===== config.mk =====
export PLATFORM = sky130hd
export DESIGN_NAME = operand_fetch
export DESIGN_NICKNAME = d
export VERILOG_FILES = /design/src/design/rv_core_pkg.sv /design/src/design/operand_fetch.sv
export SDC_FILE = /design/constraint.sdc
export NUM_CORES = 2
export LEC_CHECK = 0
export ABC_CLOCK_PERIOD_IN_PS = 6700
export CORE_MARGIN = 5
export CORE_UTILIZATION = 64
export DETAILED_ROUTE_END_ITERATION = 8
export DONT_BUFFER_PORTS = 1
export PLACE_DENSITY_LB_ADDON = 0.1
export SLEW_MARGIN = 30
export SYNTH_ARGS = -nofsm -noshare
export SYNTH_HDL_FRONTEND = slang
export SYNTH_SLANG_ARGS = --single-unit

===== constraint.sdc =====
create_clock -name i_clk -period 6.7 [get_ports i_clk]
set_input_delay 1.34 -clock i_clk [delete_from_list [all_inputs] [get_ports i_clk]]
set_output_delay 1.34 -clock i_clk [all_outputs]
set_load 0.1 [all_outputs]

===== src/design/rv_core_pkg.sv =====
`default_nettype none

package rv_core_pkg;

   typedef logic [63:0] xlen_t;
   typedef logic [31:0] insn_t;
   typedef logic [4:0]  reg_addr_t;
   typedef logic [3:0]  alu_op_t;
   typedef logic [1:0]  op_sel_t;
   typedef logic [1:0]  lsu_size_t;  // log2 of the access size in bytes

   localparam alu_op_t ALU_ADD  = 4'd0;
   localparam alu_op_t ALU_SUB  = 4'd1;
   localparam alu_op_t ALU_SLT  = 4'd2;
   localparam alu_op_t ALU_SLTU = 4'd3;
   localparam alu_op_t ALU_XOR  = 4'd4;
   localparam alu_op_t ALU_OR   = 4'd5;
   localparam alu_op_t ALU_AND  = 4'd6;
   localparam alu_op_t ALU_SLL  = 4'd7;
   localparam alu_op_t ALU_SRL  = 4'd8;
   localparam alu_op_t ALU_SRA  = 4'd9;
   localparam alu_op_t ALU_LUI  = 4'd10;  // passes the second operand through

   localparam op_sel_t OP_RF    = 2'd0;
   localparam op_sel_t OP_IMM12 = 2'd1;
   localparam op_sel_t OP_IMM20 = 2'd2;  // execute shifts the U immediate left by 12

   localparam lsu_size_t LSU_B = 2'd0;
   localparam lsu_size_t LSU_H = 2'd1;
   localparam lsu_size_t LSU_W = 2'd2;
   localparam lsu_size_t LSU_D = 2'd3;

   typedef struct packed {
      logic      valid;
      logic      illegal;
      logic      rf_we;
      reg_addr_t rd;
      reg_addr_t rs1;
      reg_addr_t rs2;
      logic      rs1_re;
      logic      rs2_re;
      alu_op_t   alu_op;
      op_sel_t   op_sel;
      logic      word_op;  // 32-bit operation, result sign-extended from bit 31
      xlen_t     imm;
      logic      load;
      logic      store;
      lsu_size_t lsu_size;
      logic      lsu_sigext;
   } dec_ctrl_t;

   typedef struct packed {
      logic      valid;
      logic      illegal;
      logic      rf_we;
      reg_addr_t rd;
      logic      load;
      logic      store;
      lsu_size_t lsu_size;
      logic      lsu_sigext;
      xlen_t     result;  // ALU result, or the byte address for loads and stores
      xlen_t     store_data;
   } ex_pkt_t;

   typedef struct packed {
      logic      valid;
      logic      illegal;
      logic      we;
      reg_addr_t rd;
      xlen_t     data;
   } wb_pkt_t;

endpackage

`default_nettype wire


===== src/design/operand_fetch.sv =====
`timescale 1ns/1ps
`default_nettype none

module operand_fetch import rv_core_pkg::*; (
   input  logic      i_clk,
   input  reg_addr_t i_rs1,
   input  reg_addr_t i_rs2,
   input  logic      i_ex_fwd_we,
   input  reg_addr_t i_ex_fwd_rd,
   input  xlen_t     i_ex_fwd_data,
   input  wb_pkt_t   i_wb,
   output xlen_t     o_rs1_val,
   output xlen_t     o_rs2_val
);

   xlen_t rf [32];
   logic  wb_hit_ok;

   assign wb_hit_ok = i_wb.valid & i_wb.we & (i_wb.rd != 5'd0);

   always_ff @(posedge i_clk) begin
      if (wb_hit_ok)
         rf[i_wb.rd] <= i_wb.data;
   end

   // execute result first, then writeback, then the array
   function automatic xlen_t read_port(reg_addr_t addr);
      if (addr == 5'd0)
         return '0;
      else if (i_ex_fwd_we && i_ex_fwd_rd == addr)
         return i_ex_fwd_data;
      else if (wb_hit_ok && i_wb.rd == addr)
         return i_wb.data;
      else
         return rf[addr];
   endfunction

   always_comb begin
      o_rs1_val = read_port(i_rs1);
      o_rs2_val = read_port(i_rs2);
   end

endmodule

`default_nettype wire


# == Word-level counts from Yosys, hierarchy flattened ==
# Memories as Yosys holds them, arrays and structs flattened.
# Cells that the tools add are included.
# word_totals
elab_cells,22
output_inout_bits,128
reg_bits,0
ram_bits,2048
inputBits,153
n_memories,1
# memory_table
memory,depth,word_bits,rd,rd_ports_with_merged_regs,wr,line_no,text
rf,32,64,2,0,1,operand_fetch.sv:16,xlen_t rf [32];
# classes
n_bitwise,2
reduce_logical,7
n_eq_ne,4
n_mux,8
# ops
cell,count
$mux W64,6
$eq A5 B5 Y1,4
$logic_not A5 Y1,2
$reduce_bool A5 Y1,1
$logic_and A1 B1 Y1,4
$and A1 B1 Y1,2
$mux W1,2

# == Longest topological paths before layout ==
# logic_depth
word_depth,6
ltp_mapped,10
depth_no_buf,5

# == Worst setup path after synthesis ==
# No wires, ideal clock.
# synth_path
path_kind,input to output
from,input port i_wb[67] (netlist bit)
to,output port o_rs1_val[12]
n_path_buf,2
path_stages,7
required_ps,5360
arrival_ps,4939
slack_ps,421
cell_sequence,buf_2 > or3_4 > o311ai_2 > or2_2 > buf_4 > nand3_4 > o32ai_1
# synth_via
elab_chain_cells,6
elab_cells_between_ends,7
classes_between,eq/ne: 1; mux: 3; bitwise: 1; reduce/logical: 2
# synth_rtl
item,line_no,text
"start, declared",operand_fetch.sv:11,"input wb_pkt_t i_wb,"
$reduce_bool A5 Y1,operand_fetch.sv:19,assign wb_hit_ok = i_wb.valid & i_wb.we & (i_wb.rd != 5'd0);
$and A1 B1 Y1,operand_fetch.sv:19,
$logic_and A1 B1 Y1 *,operand_fetch.sv:32,else if (wb_hit_ok && i_wb.rd == addr)
$mux W64 *,operand_fetch.sv:32,
$mux W64 *,operand_fetch.sv:30,else if (i_ex_fwd_we && i_ex_fwd_rd == addr)
$mux W64 *,operand_fetch.sv:28,if (addr == 5'd0)
"end, declared",operand_fetch.sv:12,"output xlen_t o_rs1_val,"
# Every way passes the cells marked *; elsewhere a longest branch is shown, timed or not.

# == Worst setup path in the final report ==
# layout_path
from,input port i_rs1[0]
to,output port o_rs1_val[55]
# layout_via
elab_chain_cells,5
elab_cells_between_ends,9
classes_between,eq/ne: 2; mux: 3; reduce/logical: 3; memory: 1
# layout_rtl
item,line_no,text
"start, declared",operand_fetch.sv:6,"input reg_addr_t i_rs1,"
branches (longest 4 deep; another with $mem_v2 Z32 W64),--,
$mux W64 *,operand_fetch.sv:28,
# Every way passes the cells marked *.

==> impl_results.md <==
- Final WL: between 300000 and 400000 µm
- Die height: roughly 400 µm
- Initial detailed-routing violation count: ~10000
- Register bit total from synthesis: about 2000
- Final worst slack: about 270 ps
- Tmin final: around 6400 ps
- Antenna violations before repair: 9
- Die X: 398.1 µm
- Core Rows: roughly 140
- Vias in the first global route: just under 60000
- Pwr/cell area: 269.9 nW/µm²
- Largest net degree at the start of global routing: 466
- Final #Nets: ~5200
- H-tree levels: 4
- Seq/Total Area, Yosys: 0.6379
- Via count: around 59000
- Int Pwr: approximately 22 mW
- Initial core utilization: 0.6437
- Most area-consuming cells after synthesis: edfxtp_1 64%, mux4_2 22%, mux2i_1 2.2%, mux2_2 1.2%, a22oi_1 1.1%
- Synthesis Warnings: 0
- I/O Buffers: 0
- Max-cap violations: 0
- Drt wl/cell: 42.92 µm
- Leakage Power: approximately 34 nW
- Core area: 149800 µm²
- Leading cell type in the layout, fill and taps excluded: edfxtp_1
- Final Util: 0.7188
- Comb power frac: 0.105
- Hold depth: 0
- Via density: 8.152
- Most frequent cell on the critical path: buf_4
- Longest Clk Path Bufs: 3
- Ys async rst share: 0
- Register with the most flip-flops: rf
- TritonCTS clock tree: done
- Crit path max fanout: a little over 90
- Final period utilization: 0.9595
- Crit path DAT: a little over 5000 ps
- Slowest cell on crit path: nor2_4
- Setup violators final: 0
- GRT Overall Usage: 0.3929
- Layout cells sized above 1: 0.3345
- Final ANT Viol Nets: 0
- Placer's final routability congestion estimate: 0.8529
- DRT Pass-1 Iters: 6
- TritonCTS Buffers: 204
- Area Overhead vs Synth: 11.67%
- Flop pwr share: 0.491
- Leading area contributor after synthesis: edfxtp_1
- Worst slew pin tran: ~1800 ps
- Hold Startpoint: i_wb[35]
- Clock sinks: about 2000
- Root buf cell: clkbuf_16
- Status: finished, violations left
- Most frequent cells in the layout: 2048 x edfxtp_1, 942 x mux4_2, 215 x clkbuf_16
- Final Hold Viols: 0
- Max reg flops: 2048
- Clock transition at path regs: 60 ps
- Ys flop type: edfxtp_1
- IO Pins: between 200 and 300
- Worst path required time: roughly 5400 ps
- Clock share of power: 0.403
- HP Class: input port to register
- DRC: 0
- Setup TNS Final: 0 ps
- Synth Instances: ~4900
- Slowest cell delay on critical path: between 800 and 900 ps
- Number of synthesized flops with an enable pin: about 2000
- Synth Area per Inst: approximately 20 µm²
- Net Sw Frac: 0.2336
- Synth Cell Area: slightly below 100000 µm²
- Setup repair bufs after CTS: 0
- Regs by FF count: rf x2048
- Worst Setup End Kind: output pin
- RSZ-0062 raised after global routing: no
- First-pass GRT wire length: 434800 µm
- Pre-CTS setup slack: 1095 ps
- Max transition margin: -0.2178
- Hold-critical path endpoint: rf[9][35]
- CP cell instances: buf_16 -> buf_16 -> xnor2_1 -> nand4_1 -> buf_4 -> nor2_4 -> buf_4 -> a21oi_1 -> a21oi_2 -> buf_4
- GRT overflow: 0
- Max VDD drop: 0.0002533 V
- Slew Limit Fails: 225
- Synth top area share: 0.6379
- Psw: between 6 and 7 mW
- Die area: 158500 µm²
- Startpoint types: input port
- Highest clock rate: 0.1556 GHz
- Failing checks: slew limit
- Unique masters post-synth: between 60 and 70
- WS Path Type: input port to output pin
- Post-DP HPWL: ~160000 µm
-- routing by layer --
metal / wire length [µm] / GRT usage
met4: 17070 / 0.1788
met5: 79 / 0.004310
met2: 140400 / 0.5811
met1: 103000 / 0.5403
met3: 50300 / 0.1326
-- how the worst max path moves through the flow --
stage | from | to | slack (ps) | depth (start not counted)
CTS | i_rs2[1] | o_rs2_val[38] | 1060 | 8
global placement | i_rs1[0] | o_rs1_val[32] | 1040 | 7
floorplan | i_wb[67] | o_rs1_val[12] | 420 | 7
finish | i_rs1[0] | o_rs1_val[55] | 270 | 10
global route | i_rs1[0] | o_rs1_val[55] | 180 | 10
detailed placement | i_rs2[2] | o_rs2_val[40] | 1100 | 8
-- cell families after synthesis --
| kind of cell | synth area share |
|---|---|
| xor+xnor | 0.001817 |
| compound gates | 0.05849 |
| simple gates | 0.02228 |
| buf+inv | 0.02524 |
| flops | 0.6379 |
| mux | 0.2542 |
| other cells | 0.00003890 |
-- cell usage after synthesis (4+ instances only) --
master and instances:
o211ai_1 19, buf_4 56, xnor2_1 20, and3_1 19, o31ai_1 4, nand4_1 7
a32o_1 4, nor2b_1 20, and2_1 6, buf_2 207, nor2_1 49, clkbuf_1 123
a31oi_1 38, or3b_2 4, a211o_1 16, o22ai_1 83, nand2_1 79, mux4_2 942
a221oi_1 12, a22o_1 78, o21ai_0 28, nor4_1 69, buf_1 20, or3_1 4
a211oi_1 16, nor3_1 66, mux2i_1 210, edfxtp_1 2048, nand3_1 33, o22a_1 62
a22oi_1 140, nand2b_1 8, a21oi_1 75, mux2_2 106, or2_2 9, o221ai_1 76
inv_1 37, nand3b_1 10, a221o_1 64, nor4b_1 5, buf_6 26
-- power groups by stage --
stage	registers, mW	logic (mW)	clock network [mW]
6_report	14.3	3.06	11.7
5_1_grt	14.3	3.13	12.3
4_1_cts	14.3	2.91	11.8
3_5_place_dp	14.5	2.89	0
3_3_place_gp	14.5	2.88	0
2_1_floorplan	14.5	2.38	0
-- area by class of cell --
| type | instances | area, µm² |
|---|---|---|
| multi-input cells | 2481 | 33430 |
| diodes | 10 | 25.02 |
| well taps | 2016 | 2522 |
| fillers | 8824 | 42110 |
| repair buffers | 268 | 3229 |
| flip-flops and latches | 2048 | 61500 |
| clock inverters | 135 | 1340 |
| inverters | 38 | 142.6 |
| clock buffers | 246 | 5475 |
-- timing repair --
| item | 4_1_cts | 5_1_grt |
|---|---|---|
| endpoints found under the setup margin | 0 | 1 |
| hold buffers | 0 | 0 |
| resized for setup | 0 | 0 |
-- worst max-delay path, delay by kind of cell --
| kind | cells | cell delay (ps) |
|---|---|---|
| simple gates | 2 | 930 |
| xor+xnor | 1 | 190 |
| buf+inv | 5 | 1930 |
| compound gates | 2 | 400 |
-- per-stage QoR --
step	power, mW	cell area (µm²)	hold WS (ps)	instances
floorplan	16.91	96650	1439	5000
global placement	17.41	100600	1441	6843
detailed placement	17.44	100700	1441	6845
CTS	28.94	107500	553.3	7226
global route	29.73	107600	575.9	7237
finish	29.06	107700	595.8	7242
Note: power is estimated with default switching activity, not from simulation.
