**config.mk**
```make
export PLATFORM = sky130hd
export DESIGN_NAME = exec_stage
export DESIGN_NICKNAME = d
export VERILOG_FILES = /design/src/design/rv_core_pkg.sv /design/src/design/exec_stage.sv
export SDC_FILE = /design/constraint.sdc
export NUM_CORES = 2
export LEC_CHECK = 0
export BUFFER_PORTS_ARGS = -buffer_cell sky130_fd_sc_hd__buf_2
export CORE_MARGIN = 4
export CORE_UTILIZATION = 30
export DETAILED_ROUTE_END_ITERATION = 6
export PLACE_DENSITY = 0.6
export SYNTH_ARGS = -nofsm -noshare
export SYNTH_HDL_FRONTEND = slang
export SYNTH_SLANG_ARGS = --single-unit
```
**constraint.sdc**
```tcl
create_clock -name i_clk -period 15.7 [get_ports i_clk]
set_input_delay 0.785 -clock i_clk [delete_from_list [all_inputs] [get_ports i_clk]]
set_output_delay 0.785 -clock i_clk [all_outputs]
set_load 0.02 [all_outputs]
```
**src/design/rv_core_pkg.sv**
```systemverilog
`default_nettype none

package rv_core_pkg;

   typedef logic [63:0] xlen_t;
   typedef logic [31:0] insn_t;
   typedef logic [4:0]  reg_addr_t;
   typedef logic [3:0]  alu_op_t;
   typedef logic [1:0]  op_sel_t;
   typedef logic [1:0]  lsu_size_t;  // log2 of the access size in bytes

   localparam alu_op_t ALU_ADD  = 4'd0;
   localparam alu_op_t ALU_SUB  = 4'd1;
   localparam alu_op_t ALU_SLT  = 4'd2;
   localparam alu_op_t ALU_SLTU = 4'd3;
   localparam alu_op_t ALU_XOR  = 4'd4;
   localparam alu_op_t ALU_OR   = 4'd5;
   localparam alu_op_t ALU_AND  = 4'd6;
   localparam alu_op_t ALU_SLL  = 4'd7;
   localparam alu_op_t ALU_SRL  = 4'd8;
   localparam alu_op_t ALU_SRA  = 4'd9;
   localparam alu_op_t ALU_LUI  = 4'd10;  // passes the second operand through

   localparam op_sel_t OP_RF    = 2'd0;
   localparam op_sel_t OP_IMM12 = 2'd1;
   localparam op_sel_t OP_IMM20 = 2'd2;  // execute shifts the U immediate left by 12

   localparam lsu_size_t LSU_B = 2'd0;
   localparam lsu_size_t LSU_H = 2'd1;
   localparam lsu_size_t LSU_W = 2'd2;
   localparam lsu_size_t LSU_D = 2'd3;

   typedef struct packed {
      logic      valid;
      logic      illegal;
      logic      rf_we;
      reg_addr_t rd;
      reg_addr_t rs1;
      reg_addr_t rs2;
      logic      rs1_re;
      logic      rs2_re;
      alu_op_t   alu_op;
      op_sel_t   op_sel;
      logic      word_op;  // 32-bit operation, result sign-extended from bit 31
      xlen_t     imm;
      logic      load;
      logic      store;
      lsu_size_t lsu_size;
      logic      lsu_sigext;
   } dec_ctrl_t;

   typedef struct packed {
      logic      valid;
      logic      illegal;
      logic      rf_we;
      reg_addr_t rd;
      logic      load;
      logic      store;
      lsu_size_t lsu_size;
      logic      lsu_sigext;
      xlen_t     result;  // ALU result, or the byte address for loads and stores
      xlen_t     store_data;
   } ex_pkt_t;

   typedef struct packed {
      logic      valid;
      logic      illegal;
      logic      we;
      reg_addr_t rd;
      xlen_t     data;
   } wb_pkt_t;

endpackage

`default_nettype wire

```
**src/design/exec_stage.sv**
```systemverilog
`timescale 1ns/1ps
`default_nettype none

module exec_stage import rv_core_pkg::*; (
   input  logic      i_clk,
   input  logic      i_reset,
   input  dec_ctrl_t i_ctrl,
   input  xlen_t     i_rs1_val,
   input  xlen_t     i_rs2_val,
   output ex_pkt_t   o_ex,
   output logic      o_fwd_we,
   output reg_addr_t o_fwd_rd,
   output xlen_t     o_fwd_data
);

   dec_ctrl_t  r_ctrl;
   xlen_t      r_rs1;
   xlen_t      r_rs2;
   xlen_t      op_a;
   xlen_t      op_b;
   xlen_t      shift_src;
   logic [5:0] sh;
   xlen_t      res;

   always_ff @(posedge i_clk) begin
      if (i_reset)
         r_ctrl <= '0;
      else
         r_ctrl <= i_ctrl;
   end

   always_ff @(posedge i_clk) begin
      r_rs1 <= i_rs1_val;
      r_rs2 <= i_rs2_val;
   end

   always_comb begin
      op_a = r_ctrl.rs1_re ? r_rs1 : '0;
      case (r_ctrl.op_sel)
         OP_RF:    op_b = r_ctrl.rs2_re ? r_rs2 : '0;
         OP_IMM20: op_b = {r_ctrl.imm[51:0], 12'd0};
         default:  op_b = r_ctrl.imm;
      endcase

      // word shifts work on the low half, widened so the low 32 result bits come out right
      if (r_ctrl.word_op)
         shift_src = (r_ctrl.alu_op == ALU_SRA) ? {{32{op_a[31]}}, op_a[31:0]} :
                                                  {32'd0, op_a[31:0]};
      else
         shift_src = op_a;
      sh = r_ctrl.word_op ? {1'b0, op_b[4:0]} : op_b[5:0];

      case (r_ctrl.alu_op)
         ALU_SUB:  res = op_a - op_b;
         ALU_SLT:  res = {63'd0, $signed(op_a) < $signed(op_b)};
         ALU_SLTU: res = {63'd0, op_a < op_b};
         ALU_XOR:  res = op_a ^ op_b;
         ALU_OR:   res = op_a | op_b;
         ALU_AND:  res = op_a & op_b;
         ALU_SLL:  res = shift_src << sh;
         ALU_SRL:  res = shift_src >> sh;
         ALU_SRA:  res = xlen_t'($signed(shift_src) >>> sh);
         ALU_LUI:  res = op_b;
         default:  res = op_a + op_b;
      endcase
      if (r_ctrl.word_op)
         res = {{32{res[31]}}, res[31:0]};
   end

   assign o_ex.valid      = r_ctrl.valid;
   assign o_ex.illegal    = r_ctrl.illegal;
   assign o_ex.rf_we      = r_ctrl.rf_we;
   assign o_ex.rd         = r_ctrl.rd;
   assign o_ex.load       = r_ctrl.load;
   assign o_ex.store      = r_ctrl.store;
   assign o_ex.lsu_size   = r_ctrl.lsu_size;
   assign o_ex.lsu_sigext = r_ctrl.lsu_sigext;
   assign o_ex.result     = res;
   assign o_ex.store_data = r_rs2;

   assign o_fwd_we   = r_ctrl.valid & r_ctrl.rf_we & ~r_ctrl.load;  // load data is not ready yet
   assign o_fwd_rd   = r_ctrl.rd;
   assign o_fwd_data = res;

endmodule

`default_nettype wire

```
Word level (Yosys, flattened, before mapping) --
Cells that the tools add are included. Widths: inputs -> output; s select.
Storage, ports and cells: register bits after elaboration 214, input port bits 226, output and inout bits 211, word-level logic and storage cells 49
Cells by class: add/subtract/negate cells 2, $lt $le $gt $ge 2, equal/unequal tests 11, shift operators 3, multiplexer cells 8, bitwise gates (word level) 6, reduce and logical (&&, ||, !) cells 1
Operator list (count):
- $pmux 64 s10 | 1
- $mux 64 | 5
- $lt 64x64->1 | 2
- $pmux 64 s2 | 1
- $add 64x64->64 | 1
- $and 64x64->64 | 1
- $or 64x64->64 | 1
- $shl 64x6->64 | 1
- $shr 64x6->64 | 1
- $sshr 64x6->64 | 1
- $sub 64x64->64 | 1
- $xor 64x64->64 | 1
- $eq 4x3->1 const B | 4
- $eq 4x4->1 const B | 3
- $eq 4x2->1 const B | 2
- $mux 6 | 1
- $eq 4x1->1 const B | 1
- $and 1x1->1 | 2
- $eq 2x2->1 const B | 1
- $logic_not 2->1 | 1
- $not 1->1 | 1

Longest topological paths before layout --
word-level depth 6, depth in mapped cells 24, depth with buffers taken out 17

Least setup slack after synthesis --
No wires, ideal clock.
kind register to output, start register r_ctrl[70] in the netlist's numbering, end output port o_fwd_data[61], arrival time 5.768 ns, slack 9.147 ns, cell stages (with the launch flop) 24, path buffers 9, path through dfxtp_1 -> buf_6 -> buf_2 -> clkbuf_1 -> clkbuf_1 -> clkbuf_1 -> buf_1 -> buf_1 -> nor2_1 -> a21oi_1 -> inv_1 -> ha_1 -> buf_2 -> or2_2 -> a2111oi_2 -> o221ai_1 -> a211oi_1 -> nor2_1 -> a211oi_1 -> o21ai_0 -> a21o_1 -> a31o_1 -> a211oi_1 -> buf_4
RTL lines:
- start: declaration | line exec_stage.sv:16 | dec_ctrl_t r_ctrl;
- start signal: assignment | line exec_stage.sv:29 | r_ctrl <= i_ctrl;
- end: declaration | line exec_stage.sv:13 | output xlen_t o_fwd_data

Worst setup path after layout --
start register r_ctrl[71] in the netlist's numbering, end output port o_fwd_data[33]
On the way: word-level cells in the longest chain between the ends 6, elaborated cells on any way between the ends 14
RTL lines:
- $eq 2x2->1 or $logic_not 2->1 (tied branches) | line exec_stage.sv:39 | case (r_ctrl.op_sel)
- $pmux 64 s2 * | line exec_stage.sv:39
- parallel branches: the longest is 2 deep, another holds $add 64x64->64
- $pmux 64 s10 * | line exec_stage.sv:53 | case (r_ctrl.alu_op)
- $mux 64 * | line exec_stage.sv:66 | if (r_ctrl.word_op)
Mark *: on every way between the ends.

==> flow_summary.ini <==
[clock_tree]
cts_resized = 0
clkTransAtPathRegs_ns = 0.06
htreeDepth = 1
cts_root_buf = clkbuf_16
clock-sinks = 214
cts_hold_buf = 0
clock_path_buffers = 3
tritoncts = built
numCtsBuffers = 26
cts_setup_buffers = 0

[drt]
drc = 1
vias = 34800
drt-pass1-iter-count = 7
totalWireLength_um = 172000
wire_per_inst_um = 31.7
vias_per_cell = 6.41
initialDrtViolationCount = 5080
ant_nets = 0

[critical_path]
critPathMaxFanout = 60
crit_required_ns = 14.91
end_kind = primary output
critPathArrivalTime_ns = 8.38
crit_type = reg2out
critPathLaunchType = flip-flop

[global_routing]
grt_pass1_vias = 31800
antenna_found_initial = 9
grt_max_degree = 112
grt_pass1_wl_um = 239000
grtUsageTotal_pct = 33.0
grt_overflow_total = 0

[floorplanning]
initial_utilization_pct = 30.4
die_area_um2 = 98000
num_io_pins = 437
floorplan.die.width_um = 313
die_height_um = 313
coreArea_um2 = 91900
rows = 111

[power_and_ir_drop]
p_per_area_nw_per_um2 = 78.0
peakVddDrop_uv = 99.4
leakagePower_nw = 12.6
finalPower_mw = 2.43

[synth]
netlist_area_um2 = 27900
synth_area_per_cell_um2 = 6.87
yosys-top-cells-count = a21oi_1, nor2_1, nand2_1
synth-seq-area-share_pct = 15.3
synth_edf_count = 0
synth_seq_cells = 214
synthFlopType = dfxtp_1
synthDistinctLibCells = 102
synth_top_area_cell = dfxtp_1
syn_nets = 4487
synth_area_leaders = dfxtp_1, ha_1, a21oi_1
yosysMostFrequentCell = a21oi_1
synthArstFlopShare_pct = 0
yosysTopAreaCellShare_pct = 15.3
syn_inst = 4064
ys_warn_count = 0

[sta]
holdWs_ns = 0.266
fin_tns_setup_ns = 0
setup_viol = 0
finalHoldViolCount = 0
tightest_slew_ns = 1.45
fin_crit_sh_pct = 58.4
rsz0062_at_grt = no
max-slew-margin-rel_pct = 2.19
max_freq_mhz = 109
period_minus_slack_ns = 9.16
final_max_slew_viol_count = 0

[finish]
register_area_um2 = 4290
drive_gt1_share_pct = 15.8
multi_input_area_um2 = 20900
areaGrowthSynthToFinish_pct = 11.6
num-fill-cells = 10300
nets = 4594
utilization_pct = 33.9

[place]
gp_congestion = 1.03
hpwlAfterDp_um = 134000
numPortBuffers = 426

[outcome]
violations = design-rule violations
status = finished with violations

[hold_path]
hold_path_class = in2reg

[job]
drv_cap = 0
state kept, by name, summed over array words and instances (netlist names):
signal    flops
r_ctrl       73
r_rs2        64
r_rs1        64
o_fwd_rd      5
o_ex          8
path summary, 6_finish.rpt:
kind                              start           endpoint  cells past startpoint
setup / recovery  r_ctrl[71]$_SDFF_PP0_     o_fwd_data[33]                     18
hold / removal            i_rs2_val[21]  r_rs2[21]$_DFF_P_                      1
stage by stage:
stage	cells	worst slack [ns]	cell area (µm²)
2_1_floorplan	4064	9.15	27900
4_1_cts	5430	6.78	31100
6_report	5437	6.54	31200
3_5_place_dp	5386	7.46	30400
5_1_grt	5430	6.43	31100
3_3_place_gp	5386	7.65	30400
cell type report:
| cell class | instances | share of cell area, % |
|---|---|---|
| clock inverter | 13 | 0.345 |
| clock buffer | 31 | 2.18 |
| multi-input combinational | 3219 | 67.2 |
| timing repair buffer | 511 | 9.10 |
| antenna | 7 | 0.0562 |
| tap | 1243 | 4.99 |
| inverter | 199 | 2.40 |
| sequential | 214 | 13.8 |
report_power, final:
part / total (mW) / internal [mW] / switching [mW]
clock: 0.582 / 0.311 / 0.271
combinational: 1.25 / 0.369 / 0.880
sequential: 0.599 / 0.573 / 0.0262
layer usage:
layer	track usage [%]	share of wire, %
met5	0	0.024
met4	14.2	5.3
met3	8.20	12
met2	49.6	42
met1	44.6	41
worst max-delay path, cell delays in order (launching register included):
cell and delay, ns:
dfxtp_2 0.31, buf_4 0.51, nor2b_4 0.06, buf_4 0.32, nand2_1 0.14, nor2_1 0.05
a21oi_1 0.72, inv_1 0.11, ha_1 0.57, and3_1 0.35, o211ai_1 0.12, a21oi_1 0.50
o211ai_1 0.32, a2111oi_0 1.21, o31ai_1 0.30, or3_1 0.62, nor2_4 0.80, a21oi_1 0.40
buf_2 0.28
placed cells by master (no fill, tap or decap), types with 13 or more instances in the layout:
cell type	instances
a311oi_1	20
and2_1	76
o2111ai_1	18
o21bai_1	37
a21o_1	36
mux2_2	27
a221oi_1	63
o221ai_1	39
ha_1	195
o21ai_0	313
nor3_1	79
nor2_1	333
o31ai_1	33
nand4_1	26
a32oi_1	23
a211o_1	17
mux2i_1	86
o211ai_1	112
nand3_1	145
dfxtp_1	210
o22ai_1	58
o21a_1	28
nor2b_1	106
buf_4	81
a31oi_1	69
and3_1	24
a21oi_1	396
o21ai_1	19
xnor2_1	56
a22oi_1	99
buf_2	425
inv_1	190
nand2_1	320
nand2b_1	13
clkbuf_16	26
a211oi_1	65
nor4_1	32
cell families (layout without fill, tap and decap cells):
group,count (synthesis),after routing,share of synthesized area (%)
AOI/OAI and AO/OA,1623,1623,38.6
buffers and inverters,631,754,10.2
DFF,214,214,15.3
other,0,7,0
adders and majority gates,197,197,8.88
and+or+nand+nor,1224,1224,20.8
xor gates and xnor gates,60,60,1.88
muxes,115,115,4.33
Power figures use the tool's default switching activity.
