$ cat src/design/rv_core_pkg.sv
`default_nettype none

package rv_core_pkg;

   typedef logic [63:0] xlen_t;
   typedef logic [31:0] insn_t;
   typedef logic [4:0]  reg_addr_t;
   typedef logic [3:0]  alu_op_t;
   typedef logic [1:0]  op_sel_t;
   typedef logic [1:0]  lsu_size_t;  // log2 of the access size in bytes

   localparam alu_op_t ALU_ADD  = 4'd0;
   localparam alu_op_t ALU_SUB  = 4'd1;
   localparam alu_op_t ALU_SLT  = 4'd2;
   localparam alu_op_t ALU_SLTU = 4'd3;
   localparam alu_op_t ALU_XOR  = 4'd4;
   localparam alu_op_t ALU_OR   = 4'd5;
   localparam alu_op_t ALU_AND  = 4'd6;
   localparam alu_op_t ALU_SLL  = 4'd7;
   localparam alu_op_t ALU_SRL  = 4'd8;
   localparam alu_op_t ALU_SRA  = 4'd9;
   localparam alu_op_t ALU_LUI  = 4'd10;  // passes the second operand through

   localparam op_sel_t OP_RF    = 2'd0;
   localparam op_sel_t OP_IMM12 = 2'd1;
   localparam op_sel_t OP_IMM20 = 2'd2;  // execute shifts the U immediate left by 12

   localparam lsu_size_t LSU_B = 2'd0;
   localparam lsu_size_t LSU_H = 2'd1;
   localparam lsu_size_t LSU_W = 2'd2;
   localparam lsu_size_t LSU_D = 2'd3;

   typedef struct packed {
      logic      valid;
      logic      illegal;
      logic      rf_we;
      reg_addr_t rd;
      reg_addr_t rs1;
      reg_addr_t rs2;
      logic      rs1_re;
      logic      rs2_re;
      alu_op_t   alu_op;
      op_sel_t   op_sel;
      logic      word_op;  // 32-bit operation, result sign-extended from bit 31
      xlen_t     imm;
      logic      load;
      logic      store;
      lsu_size_t lsu_size;
      logic      lsu_sigext;
   } dec_ctrl_t;

   typedef struct packed {
      logic      valid;
      logic      illegal;
      logic      rf_we;
      reg_addr_t rd;
      logic      load;
      logic      store;
      lsu_size_t lsu_size;
      logic      lsu_sigext;
      xlen_t     result;  // ALU result, or the byte address for loads and stores
      xlen_t     store_data;
   } ex_pkt_t;

   typedef struct packed {
      logic      valid;
      logic      illegal;
      logic      we;
      reg_addr_t rd;
      xlen_t     data;
   } wb_pkt_t;

endpackage

`default_nettype wire

$ cat src/design/insn_decode.sv
`timescale 1ns/1ps
`default_nettype none

module insn_decode import rv_core_pkg::*; (
   input  insn_t     i_insn,
   input  logic      i_valid,
   output dec_ctrl_t o_ctrl
);

   localparam logic [6:0] OPC_LUI    = 7'b0110111;
   localparam logic [6:0] OPC_OP_IMM = 7'b0010011;
   localparam logic [6:0] OPC_OP     = 7'b0110011;
   localparam logic [6:0] OPC_IMM32  = 7'b0011011;
   localparam logic [6:0] OPC_OP32   = 7'b0111011;
   localparam logic [6:0] OPC_LOAD   = 7'b0000011;
   localparam logic [6:0] OPC_STORE  = 7'b0100011;

   logic [6:0] opcode;
   logic [2:0] funct3;
   logic [6:0] funct7;
   reg_addr_t  rd;
   logic       alt;
   xlen_t      imm_i;
   xlen_t      imm_s;
   xlen_t      imm_u;
   logic [5:0] shamt;
   logic       legal;
   logic       writes;
   logic       is_load;
   logic       is_store;

   assign opcode = i_insn[6:0];
   assign rd     = i_insn[11:7];
   assign funct3 = i_insn[14:12];
   assign funct7 = i_insn[31:25];
   assign alt    = i_insn[30];

   assign imm_i = {{52{i_insn[31]}}, i_insn[31:20]};
   assign imm_s = {{52{i_insn[31]}}, i_insn[31:25], i_insn[11:7]};
   assign imm_u = {{44{i_insn[31]}}, i_insn[31:12]};

   // word shifts only have a 5-bit amount, bit 25 belongs to funct7 there
   assign shamt = (opcode == OPC_IMM32) ? {1'b0, i_insn[24:20]} : i_insn[25:20];

   function automatic alu_op_t alu_of(logic [2:0] f3, logic alt_op);
      case (f3)
         3'b000:  return alt_op ? ALU_SUB : ALU_ADD;
         3'b001:  return ALU_SLL;
         3'b010:  return ALU_SLT;
         3'b011:  return ALU_SLTU;
         3'b100:  return ALU_XOR;
         3'b101:  return alt_op ? ALU_SRA : ALU_SRL;
         3'b110:  return ALU_OR;
         default: return ALU_AND;
      endcase
   endfunction

   always_comb begin
      legal             = 1'b0;
      writes            = 1'b0;
      is_load           = 1'b0;
      is_store          = 1'b0;
      o_ctrl.rs1_re     = 1'b0;
      o_ctrl.rs2_re     = 1'b0;
      o_ctrl.alu_op     = ALU_ADD;  // also the address adder for loads and stores
      o_ctrl.op_sel     = OP_IMM12;
      o_ctrl.word_op    = 1'b0;
      o_ctrl.imm        = imm_i;
      o_ctrl.lsu_size   = funct3[1:0];
      o_ctrl.lsu_sigext = ~funct3[2];
      case (opcode)
         OPC_LUI: begin
            legal         = 1'b1;
            writes        = 1'b1;
            o_ctrl.alu_op = ALU_LUI;
            o_ctrl.op_sel = OP_IMM20;
            o_ctrl.imm    = imm_u;
         end
         OPC_OP_IMM, OPC_IMM32: begin
            writes         = 1'b1;
            o_ctrl.rs1_re  = 1'b1;
            o_ctrl.word_op = (opcode == OPC_IMM32);
            o_ctrl.alu_op  = alu_of(funct3, alt & (funct3 == 3'b101));
            if (funct3 == 3'b001 || funct3 == 3'b101) begin
               o_ctrl.imm = {58'd0, shamt};
               if (o_ctrl.word_op)
                  legal = (funct7 == {1'b0, alt & funct3[2], 5'd0});
               else
                  legal = (i_insn[31:26] == {1'b0, alt & funct3[2], 4'd0});
            end else begin
               legal = ~o_ctrl.word_op | (funct3 == 3'b000);
            end
         end
         OPC_OP, OPC_OP32: begin
            writes         = 1'b1;
            o_ctrl.rs1_re  = 1'b1;
            o_ctrl.rs2_re  = 1'b1;
            o_ctrl.op_sel  = OP_RF;
            o_ctrl.word_op = (opcode == OPC_OP32);
            o_ctrl.alu_op  = alu_of(funct3, alt);
            legal = (funct7 == 7'd0) |
                    ((funct7 == 7'b0100000) & (funct3 == 3'b000 | funct3 == 3'b101));
            if (o_ctrl.word_op && !(funct3 == 3'b000 || funct3 == 3'b001 || funct3 == 3'b101))
               legal = 1'b0;
         end
         OPC_LOAD: begin
            legal         = (funct3 != 3'b111);
            writes        = 1'b1;
            is_load       = 1'b1;
            o_ctrl.rs1_re = 1'b1;
         end
         OPC_STORE: begin
            legal         = ~funct3[2];
            is_store      = 1'b1;
            o_ctrl.rs1_re = 1'b1;
            o_ctrl.rs2_re = 1'b1;
            o_ctrl.imm    = imm_s;
         end
         default: legal = 1'b0;
      endcase

      o_ctrl.valid   = i_valid;
      o_ctrl.illegal = i_valid & ~legal;
      o_ctrl.rf_we   = i_valid & legal & writes & (rd != 5'd0);
      o_ctrl.load    = i_valid & legal & is_load;
      o_ctrl.store   = i_valid & legal & is_store;
      o_ctrl.rd      = rd;
      o_ctrl.rs1     = i_insn[19:15];
      o_ctrl.rs2     = i_insn[24:20];
   end

endmodule

`default_nettype wire

$ cat config.mk
export PLATFORM = sky130hd
export DESIGN_NAME = insn_decode
export DESIGN_NICKNAME = d
export VERILOG_FILES = /design/src/design/rv_core_pkg.sv /design/src/design/insn_decode.sv
export SDC_FILE = /design/constraint.sdc
export NUM_CORES = 1
export LEC_CHECK = 0
export BUFFER_PORTS_ARGS = -buffer_cell sky130_fd_sc_hd__buf_2
export CELL_PAD_IN_SITES_DETAIL_PLACEMENT = 0
export CELL_PAD_IN_SITES_GLOBAL_PLACEMENT = 2
export CORE_ASPECT_RATIO = 0.5
export CORE_MARGIN = 2
export CORE_UTILIZATION = 16
export DETAILED_ROUTE_END_ITERATION = 16
export PLACE_DENSITY_LB_ADDON = 0.15
export SLEW_MARGIN = 15
export SYNTH_ARGS = -nofsm -noshare
export SYNTH_HDL_FRONTEND = slang
export SYNTH_SLANG_ARGS = --single-unit
$ cat constraint.sdc
create_clock -name vclk -period 3.2
set_clock_uncertainty 0.1 [all_clocks]
set_input_delay 0.48 -clock vclk [all_inputs]
set_output_delay 0.48 -clock vclk [all_outputs]
set_load 0.02 [all_outputs]
### Yosys cells after proc, flatten, opt, wreduce, memory -nomap -nowiden

Cells that the tools add are included.

| word-level totals | value |
|---|---|
| output and inout bits | 96 |
| bits of input ports | 33 |
| word-level logic and storage cells | 66 |
| flip-flop bits (word level) | 0 |

| cells by class | value |
|---|---|
| equality and inequality tests | 17 |
| reduce and logical (&&, ||, !) cells | 13 |
| mux-type cells | 21 |
| bitwise operators | 15 |

Operators by type and width:

| operator | count |
|---|---|
| $pmux 64 s3 | 1 |
| $mux 64 | 1 |
| $pmux 4 s7 | 2 |
| $eq 7x6->1 const B | 5 |
| $eq 7x5->1 const B | 2 |
| $mux 1 | 12 |
| $pmux 4 s3 | 1 |
| $reduce_or 6->1 | 2 |
| $and 1x1->1 | 9 |
| $eq 3x3->1 const B | 3 |
| $eq 7x2->1 const B | 1 |
| $eq 7x6->1 | 1 |
| $logic_not 7->1 | 1 |
| $eq 3x2->1 const B | 2 |
| $eq 6x5->1 | 1 |
| $mux 6 | 1 |
| $pmux 1 s5 | 1 |
| $reduce_bool 5->1 | 1 |
| $pmux 2 s2 | 1 |
| $reduce_or 2->1 | 2 |
| $eq 3x1->1 const B | 1 |
| $logic_not 3->1 | 1 |
| $logic_or 1x1->1 | 3 |
| $ne 3x3->1 const B | 1 |
| other kinds (6) | 10 |

### Depth between registers and ports, before layout

Gate-level depths: netlist of the first run.

| depth | value |
|---|---|
| depth after elaboration | 10 |
| mapped depth | 7 |
| gate-level depth less buffers | 5 |

### Least setup slack after synthesis of the first run

Ideal clock, no wire load.

| timing | value |
|---|---|
| kind | input to output |
| from | input port i_insn[3] |
| to | output port o_ctrl[25] (netlist bit) |
| required time | 2.620 ns |
| slack | -0.130 ns |
| path buffers | 3 |
| stages on the path | 5 |
| arrival | 2.750 ns |
| cell sequence | buf_2 nor4_4 clkbuf_1 o21a_1 buf_4 |

RTL lines:

| item | line | source |
|---|---|---|
| start: declaration | insn_decode.sv:5 | `input insn_t i_insn,` |
| end: declaration | insn_decode.sv:7 | `output dec_ctrl_t o_ctrl` |

==> results of run 1 <==
## synth_stat cells (2+ instances only)
library cell                n  share of area, %
sky130_fd_sc_hd__o21bai_1   2               1.3
sky130_fd_sc_hd__nand2_2    2               1.1
sky130_fd_sc_hd__buf_2      5               2.2
sky130_fd_sc_hd__buf_6      2               2.0
sky130_fd_sc_hd__and2_1     2               1.1
sky130_fd_sc_hd__nor4_1     2               1.1
sky130_fd_sc_hd__nor3_1     2              0.87
sky130_fd_sc_hd__a211oi_2   2               2.2
sky130_fd_sc_hd__buf_4     62                41
sky130_fd_sc_hd__nor2_1    10               3.3
sky130_fd_sc_hd__a21o_1     9               5.9
sky130_fd_sc_hd__o21ai_0    4               1.7
sky130_fd_sc_hd__inv_1      3              0.98
sky130_fd_sc_hd__a22o_1     6               4.6
sky130_fd_sc_hd__nand2_1   13               4.3
sky130_fd_sc_hd__or3_1      2               1.1
sky130_fd_sc_hd__a21oi_1    6               2.6
sky130_fd_sc_hd__a22oi_1    5               3.3
sky130_fd_sc_hd__nor2b_1    2               1.1
## logic make-up (layout without fill, tap and decap cells)
family,count (synthesis),count (layout),share of synthesized area (%)
buffers and inverters,73,134,46.1
AND/OR/NAND/NOR,48,48,25.6
AO/OA/AOI/OAI,41,41,26.8
XOR/XNOR,2,2,1.53
## placed cells by master, fill, tap and decap left out, types with 3 or more instances in the layout
cell type                 netlist  routed
sky130_fd_sc_hd__a22o_1         6       6
sky130_fd_sc_hd__nor2_1        10      10
sky130_fd_sc_hd__o21ai_0        4       4
sky130_fd_sc_hd__nand2_1       13      13
sky130_fd_sc_hd__buf_2          5     129
sky130_fd_sc_hd__a21oi_1        6       6
sky130_fd_sc_hd__a22oi_1        5       5
sky130_fd_sc_hd__a21o_1         9       9
sky130_fd_sc_hd__inv_1          3       3
## per-layer routing
layer | global-route usage (%) | vias up | routed length, um
met5 | 0 | - | 0
met4 | 0 | 0 | 0
met3 | 1.07 | 0 | 359
met2 | 17.1 | 65 | 1960
met1 | 12.3 | 554 | 1730
li1 | - | 633 | -
## layout make-up
| type | count | area, um^2 |
|---|---|---|
| fill | 785 | 5400 |
| timing repair buffer | 131 | 661 |
| tap | 92 | 115 |
| multi-input combinational | 91 | 618 |
| inverter | 3 | 11.3 |
## per-stage QoR
stage / instances / setup slack, ps / area (um^2) / hold WS [ps]
floorplan: 164 / 255 / 1150 / 973
global placement: 317 / 544 / 1410 / 1100
detailed placement: 317 / 497 / 1410 / 1100
CTS: 317 / 495 / 1410 / 1100
global route: 317 / 384 / 1410 / 1110
finish: 317 / 568 / 1410 / 1100
## power groups by stage
stage / Clock, mW / Combinational [mW] / Sequential (mW)
floorplan: 0 / 0.196 / 0
global placement: 0 / 0.233 / 0
detailed placement: 0 / 0.231 / 0
CTS: 0 / 0.231 / 0
global route: 0 / 0.244 / 0
finish: 0 / 0.227 / 0
## final timing paths
path                        from    endpoint  slack (ps)  depth (start not counted)
worst max-delay path  i_insn[13]  o_ctrl[63]         570                          6
worst min-delay path  i_insn[16]  o_ctrl[84]        1100                          2
==> impl_table.tex, run 1 <==
\begin{tabular}{lr}
\hline
Metric & Value \\
\hline
\multicolumn{2}{l}{\textbf{Pwr}} \\
Overall Power & approximately 0.23 mW \\
Peak supply drop & $\sim$0.050 mV \\
Switching power & roughly 0.15 mW \\
Combinational power share & 100.0\% \\
Int Power & about 0.076 mW \\
Sequential power share & 0\% \\
Leakage Power & approximately 0.8 nW \\
Power Dens Cells & 162 nW/um\^{}2 \\
Switching Fraction & 66.7\% \\
Clock Power Share & 0\% \\
\multicolumn{2}{l}{\textbf{Timing}} \\
Final Max Slew Viols & 0 \\
Sum of negative setup slack & 0 ps \\
Setup repair after global routing missed its margin & no \\
Slew of the pin with the lowest slew margin & around 550 ps \\
Min Tclk post-route & approximately 2600 ps \\
Final Setup Violations & 0 \\
Fraction of the cycle the final worst path needs & between 80\% and 90\% \\
Maximum frequency from static timing analysis & 380 MHz \\
Final Hold Violating Endpoints & 0 \\
Worst slew margin relative to its limit & 63.4\% \\
\multicolumn{2}{l}{\textbf{Routing}} \\
Routed wire length & between 4000 and 5000 um \\
1st-iter DRT viols & 71 \\
Mean number of vias per cell & a little under 4 \\
Wirelength per Cell & approximately 13 um \\
DRC & 0 \\
Detailed-route via count & around 1300 \\
Remaining number of nets flagged by the antenna check after routing & 0 \\
Detailed Routing Iterations Pass 1 & 4 \\
\multicolumn{2}{l}{\textbf{Floorplanning}} \\
Overall die area & roughly 8000 um\^{}2 \\
Core area & 6810 um\^{}2 \\
IO Pins & approximately 130 \\
Site row count & 21 \\
Horiz. Die Dim & around 120 um \\
Effective utilization at floorplan & roughly 17\% \\
Die Height & 63.8 um \\
\multicolumn{2}{l}{\textbf{GRT}} \\
Global route total overflow & 0 \\
Largest net degree at the start of global routing & 46 \\
Total routing resource utilization after global routing & a little under a tenth \\
Initial antenna violation count & 0 \\
Number of global-route vias before repair & approximately 1100 \\
First-pass GRT wire length & $\sim$5900 um \\
\multicolumn{2}{l}{\textbf{Setup path}} \\
Most common cell on crit path & sky130\_fd\_sc\_hd\_\_buf\_2 \\
Maximum fanout along the worst path & 45 \\
Critical setup path kind & input port to primary output \\
Worst path top cell family by delay & compound AO/OA/AOI/OAI gates \\
Data required, critical path & 2620 ps \\
Combined buffer and inverter count along the critical path & 2 \\
Crit-path max cell delay & approximately 500 ps \\
Kind of capture point of the worst setup path & primary output \\
Arrival time at the worst endpoint & around 2100 ps \\
Critical path's slowest cell & sky130\_fd\_sc\_hd\_\_o21a\_2 \\
Ordered cell list for the critical path & buf\_2 -> and2b\_1 -> nand4\_1 -> a21o\_2 -> o21a\_2 -> buf\_2 \\
Worst Setup Start Kind & input port \\
\multicolumn{2}{l}{\textbf{Hold path}} \\
Hold Crit Class & input port to primary output \\
\multicolumn{2}{l}{\textbf{Synthesis}} \\
Syn Nets & 197 \\
Sequential area share after synthesis & 0\% \\
Unique masters post-synth & 42 \\
Cell area after synthesis & 1140 um\^{}2 \\
Synthesized instance count & around 160 \\
Number of warnings reported in the yosys synthesis log & 0 \\
Average size of a mapped cell & about 7 um\^{}2 \\
\multicolumn{2}{l}{\textbf{Placed design}} \\
GP Congestion & between 0.7 and 0.8 \\
HPWL after detailed placement & between 3000 and 4000 um \\
Number of port buffers & between 100 and 150 \\
\multicolumn{2}{l}{\textbf{Cells and area}} \\
Ant. Diodes & 0 \\
Post-synthesis to final-layout area growth & 22.7\% \\
Utilization of the core after routing & $\sim$21\% \\
Fin nets & 260 \\
Share of layout cells above drive strength 1 & 64.4\% \\
Footprint of the flip-flops and latches & 0 um\^{}2 \\
Number of clock buffer instances in the layout & 0 \\
Sequential cell count & 0 \\
\multicolumn{2}{l}{\textbf{Run}} \\
Max-Cap Viols & 0 \\
\multicolumn{2}{l}{\textbf{Clock tree}} \\
Post\_cts resized & 0 \\
Total of hold buffers inserted after clock tree synthesis & 0 \\
Setup bufs post-CTS & 0 \\
\multicolumn{2}{l}{\textbf{Status}} \\
Result of the run & finished, final reports clean \\
\hline
\end{tabular}
Note: power is estimated with default switching activity, not from simulation.
==> run 2: changes to the inputs <==
--- a/config.mk
+++ b/config.mk
@@ -5,12 +5,13 @@
 export SDC_FILE = /design/constraint.sdc
 export NUM_CORES = 1
 export LEC_CHECK = 0
+export ABC_AREA = 1
 export BUFFER_PORTS_ARGS = -buffer_cell sky130_fd_sc_hd__buf_2
 export CELL_PAD_IN_SITES_DETAIL_PLACEMENT = 0
 export CELL_PAD_IN_SITES_GLOBAL_PLACEMENT = 2
 export CORE_ASPECT_RATIO = 0.5
 export CORE_MARGIN = 2
-export CORE_UTILIZATION = 16
+export CORE_UTILIZATION = 15
 export DETAILED_ROUTE_END_ITERATION = 16
 export PLACE_DENSITY_LB_ADDON = 0.15
 export SLEW_MARGIN = 15
==> constraint.sdc (replaced) <==
create_clock -name vclk -period 2.65
set_clock_uncertainty 0.1 [all_clocks]
set_input_delay 0.3975 -clock vclk [all_inputs]
set_output_delay 0.3975 -clock vclk [all_outputs]
set_load 0.02 [all_outputs]
==> impl_table.tex, run 2 <==
\begin{tabular}{lr}
\hline
Metric & Value \\
\hline
\multicolumn{2}{l}{\textbf{Setup path}} \\
Worst Setup Start Kind & input port \\
Setup crit end & o\_ctrl[7] \\
CP startpoint & i\_insn[6] \\
Arrival time at the worst endpoint & 1780 ps (-270 ps) \\
Maximum fanout along the worst path & 7 (-84\%) \\
Critical setup path kind & input port to primary output \\
Kind of capture point of the worst setup path & primary output \\
Data required, critical path & 2150 ps (-470 ps) \\
\multicolumn{2}{l}{\textbf{Cells and area}} \\
Ant. Diodes & 0 (unchanged) \\
Sequential cell count & 0 (unchanged) \\
Share of layout cells above drive strength 1 & 54.7\% (-9.8 points) \\
Number of clock buffer instances in the layout & 0 (unchanged) \\
Footprint of the flip-flops and latches & 0 um\^{}2 (unchanged) \\
Layout Cell Area excl Fill & 1550 um\^{}2 (+10\%) \\
Fin nets & 313 (+20\%) \\
Commonest cells after routing, fill and taps aside & 129 x sky130\_fd\_sc\_hd\_\_buf\_2, 39 x sky130\_fd\_sc\_hd\_\_nand2\_1, 26 x sky130\_fd\_sc\_hd\_\_inv\_1 \\
Post-synthesis to final-layout area growth & 30.6\% \\
Most frequent standard cell in the layout excluding fill and tap cells & sky130\_fd\_sc\_hd\_\_buf\_2 \\
Utilization of the core after routing & 20.7\% (+0.025 points) \\
\multicolumn{2}{l}{\textbf{Routing}} \\
Mean number of vias per cell & 3.73 (-5.6\%) \\
Wirelength per Cell & 11.9 um (-7.2\%) \\
DRC & 0 (unchanged) \\
Remaining number of nets flagged by the antenna check after routing & 0 (unchanged) \\
Detailed Routing Iterations Pass 1 & 3 (-1) \\
1st-iter DRT viols & 17 (-76\%) \\
Routed wire length & 4580 um (+13\%) \\
Detailed-route via count & 1439 (+15\%) \\
\multicolumn{2}{l}{\textbf{Hold path}} \\
Hold path startpoint & i\_insn[18] \\
Hold Crit Class & input port to primary output \\
\multicolumn{2}{l}{\textbf{Timing}} \\
Sum of negative setup slack & 0 ps (unchanged) \\
Min Tclk post-route & roughly 2300 ps \\
Slew of the pin with the lowest slew margin & 399 ps (-147 ps) \\
Fraction of the cycle the final worst path needs & 85.8\% \\
Worst slew margin relative to its limit & 73.3\% (+9.9 points) \\
Final Max Slew Viols & 0 (unchanged) \\
Final worst hold slack & 929 ps (-168 ps) \\
Maximum frequency from static timing analysis & between 400 and 500 MHz \\
Final Setup Violations & 0 (unchanged) \\
Setup repair after global routing missed its margin & no \\
Final Hold Violating Endpoints & 0 (unchanged) \\
\multicolumn{2}{l}{\textbf{GRT}} \\
First-pass GRT wire length & 6510 um (+11\%) \\
Largest net degree at the start of global routing & 46 (unchanged) \\
Initial antenna violation count & 0 (unchanged) \\
Total routing resource utilization after global routing & 9.55\% (+0.26 points) \\
Number of global-route vias before repair & 1238 (+15\%) \\
Global route total overflow & 0 (unchanged) \\
\multicolumn{2}{l}{\textbf{Clock tree}} \\
Setup bufs post-CTS & 0 (unchanged) \\
Total of hold buffers inserted after clock tree synthesis & 0 (unchanged) \\
Post\_cts resized & 0 (unchanged) \\
\multicolumn{2}{l}{\textbf{Pwr}} \\
Combinational power share & 100.0\% (about the same) \\
Switching power & 0.197 mW (+30\%) \\
Sequential power share & 0\% (unchanged) \\
Peak supply drop & 0.0399 mV (-21\%) \\
Clock Power Share & 0\% (unchanged) \\
Leakage Power & 0.917 nW (+14\%) \\
Switching Fraction & 67.6\% (+0.87 points) \\
Power Dens Cells & 188 nW/um\^{}2 (+16\%) \\
Int Power & 0.0943 mW (+25\%) \\
\multicolumn{2}{l}{\textbf{Floorplanning}} \\
Overall die area & 8670 um\^{}2 (+9.9\%) \\
IO Pins & 129 (unchanged) \\
Horiz. Die Dim & 130 um (+4.9\%) \\
Die Height & 66.8 um (+4.7\%) \\
Effective utilization at floorplan & 15.8\% (-1.0 points) \\
Site row count & 22 (+4.8\%) \\
Core area & 7490 um\^{}2 (+10\%) \\
\multicolumn{2}{l}{\textbf{Synthesis}} \\
Portion of synthesized cell area occupied by the leading cell type & 39.3\% (-1.4 points) \\
Sequential area share after synthesis & 0\% (unchanged) \\
Synth cell count leaders & 62 x sky130\_fd\_sc\_hd\_\_buf\_4, 39 x sky130\_fd\_sc\_hd\_\_nand2\_1, 26 x sky130\_fd\_sc\_hd\_\_inv\_1, 23 x sky130\_fd\_sc\_hd\_\_nor2\_1, 16 x sky130\_fd\_sc\_hd\_\_nand3\_1 \\
Top cells by area, synth & sky130\_fd\_sc\_hd\_\_buf\_4 39\%, sky130\_fd\_sc\_hd\_\_nand2\_1 12\%, sky130\_fd\_sc\_hd\_\_inv\_1 8.2\% \\
Number of warnings reported in the yosys synthesis log & 0 (unchanged) \\
Unique masters post-synth & 22 (-48\%) \\
Cell area after synthesis & 1180 um\^{}2 (+3.5\%) \\
Syn Nets & 240 (+22\%) \\
Count leader, synth & sky130\_fd\_sc\_hd\_\_buf\_4 \\
Synthesized instance count & 207 (+26\%) \\
Library cell with the largest summed area after synthesis & sky130\_fd\_sc\_hd\_\_buf\_4 \\
Average size of a mapped cell & 5.72 um\^{}2 (-18\%) \\
\multicolumn{2}{l}{\textbf{Placed design}} \\
HPWL after detailed placement & 4040 um (+17\%) \\
Number of port buffers & 129 (unchanged) \\
Post-Place Cell Area & 1550 um\^{}2 (+10\%) \\
GP Congestion & 0.707 (-0.24\%) \\
\multicolumn{2}{l}{\textbf{Status}} \\
Result of the run & finished, final reports clean \\
\multicolumn{2}{l}{\textbf{Run}} \\
Max-Cap Viols & 0 (unchanged) \\
\hline
\end{tabular}
-- run 2: per-layer routing --
layer / track usage, % / up-vias / routed length, um
met3: 0.562 / 0 / 256
met5: 0 / - / 0
met2: 17.9 / 56 / 2200
met4: 0 / 0 / 0
met1: 12.9 / 645 / 2120
li1: - / 738 / -
-- run 2: metrics by stage --
stage	setup slack (ps)	power, mW	std cells
floorplan	151	0.240	207
global placement	347	0.299	386
detailed placement	379	0.295	386
CTS	379	0.296	386
global route	204	0.319	386
finish	375	0.291	386
-- run 2: final cells by class --
type	instances	area, um^2
Inverter	27	103
Fill cell	903	5940
Multi-Input combinational cell	116	607
Tap cell	108	135
Timing Repair Buffer	135	703
-- run 2: kinds of logic (layout without fill, tap and decap cells) --
group | Yosys count | after routing | share of synthesized area (%)
buffers and inverters | 91 | 162 | 48.8
AOI/OAI and AO/OA | 27 | 27 | 17.7
and+or+nand+nor | 89 | 89 | 33.5
-- run 2: worst min path at each step --
stage                            end  cells past startpoint  slack, ps
after global placement    o_ctrl[85]                      2        930
after global routing      o_ctrl[91]                      2        930
after detailed placement  o_ctrl[91]                      2        930
after floorplan            o_ctrl[1]                      1        810
after CTS                 o_ctrl[91]                      2        930
final                     o_ctrl[86]                      2        930
-- run 2: power by group through the flow --
stage	clock (mW)	sequential [mW]	combinational, mW
floorplan	0	0	0.240
global placement	0	0	0.299
detailed placement	0	0	0.295
CTS	0	0	0.296
global route	0	0	0.319
finish	0	0	0.291
-- run 2: critical path: stages --
cell	delay (ps)
sky130_fd_sc_hd__buf_2	120
sky130_fd_sc_hd__inv_1	110
sky130_fd_sc_hd__nand2_1	60
sky130_fd_sc_hd__nor2_1	320
sky130_fd_sc_hd__nand2_2	110
sky130_fd_sc_hd__buf_4	180
sky130_fd_sc_hd__nand2_1	160
sky130_fd_sc_hd__o221ai_1	130
sky130_fd_sc_hd__buf_2	180
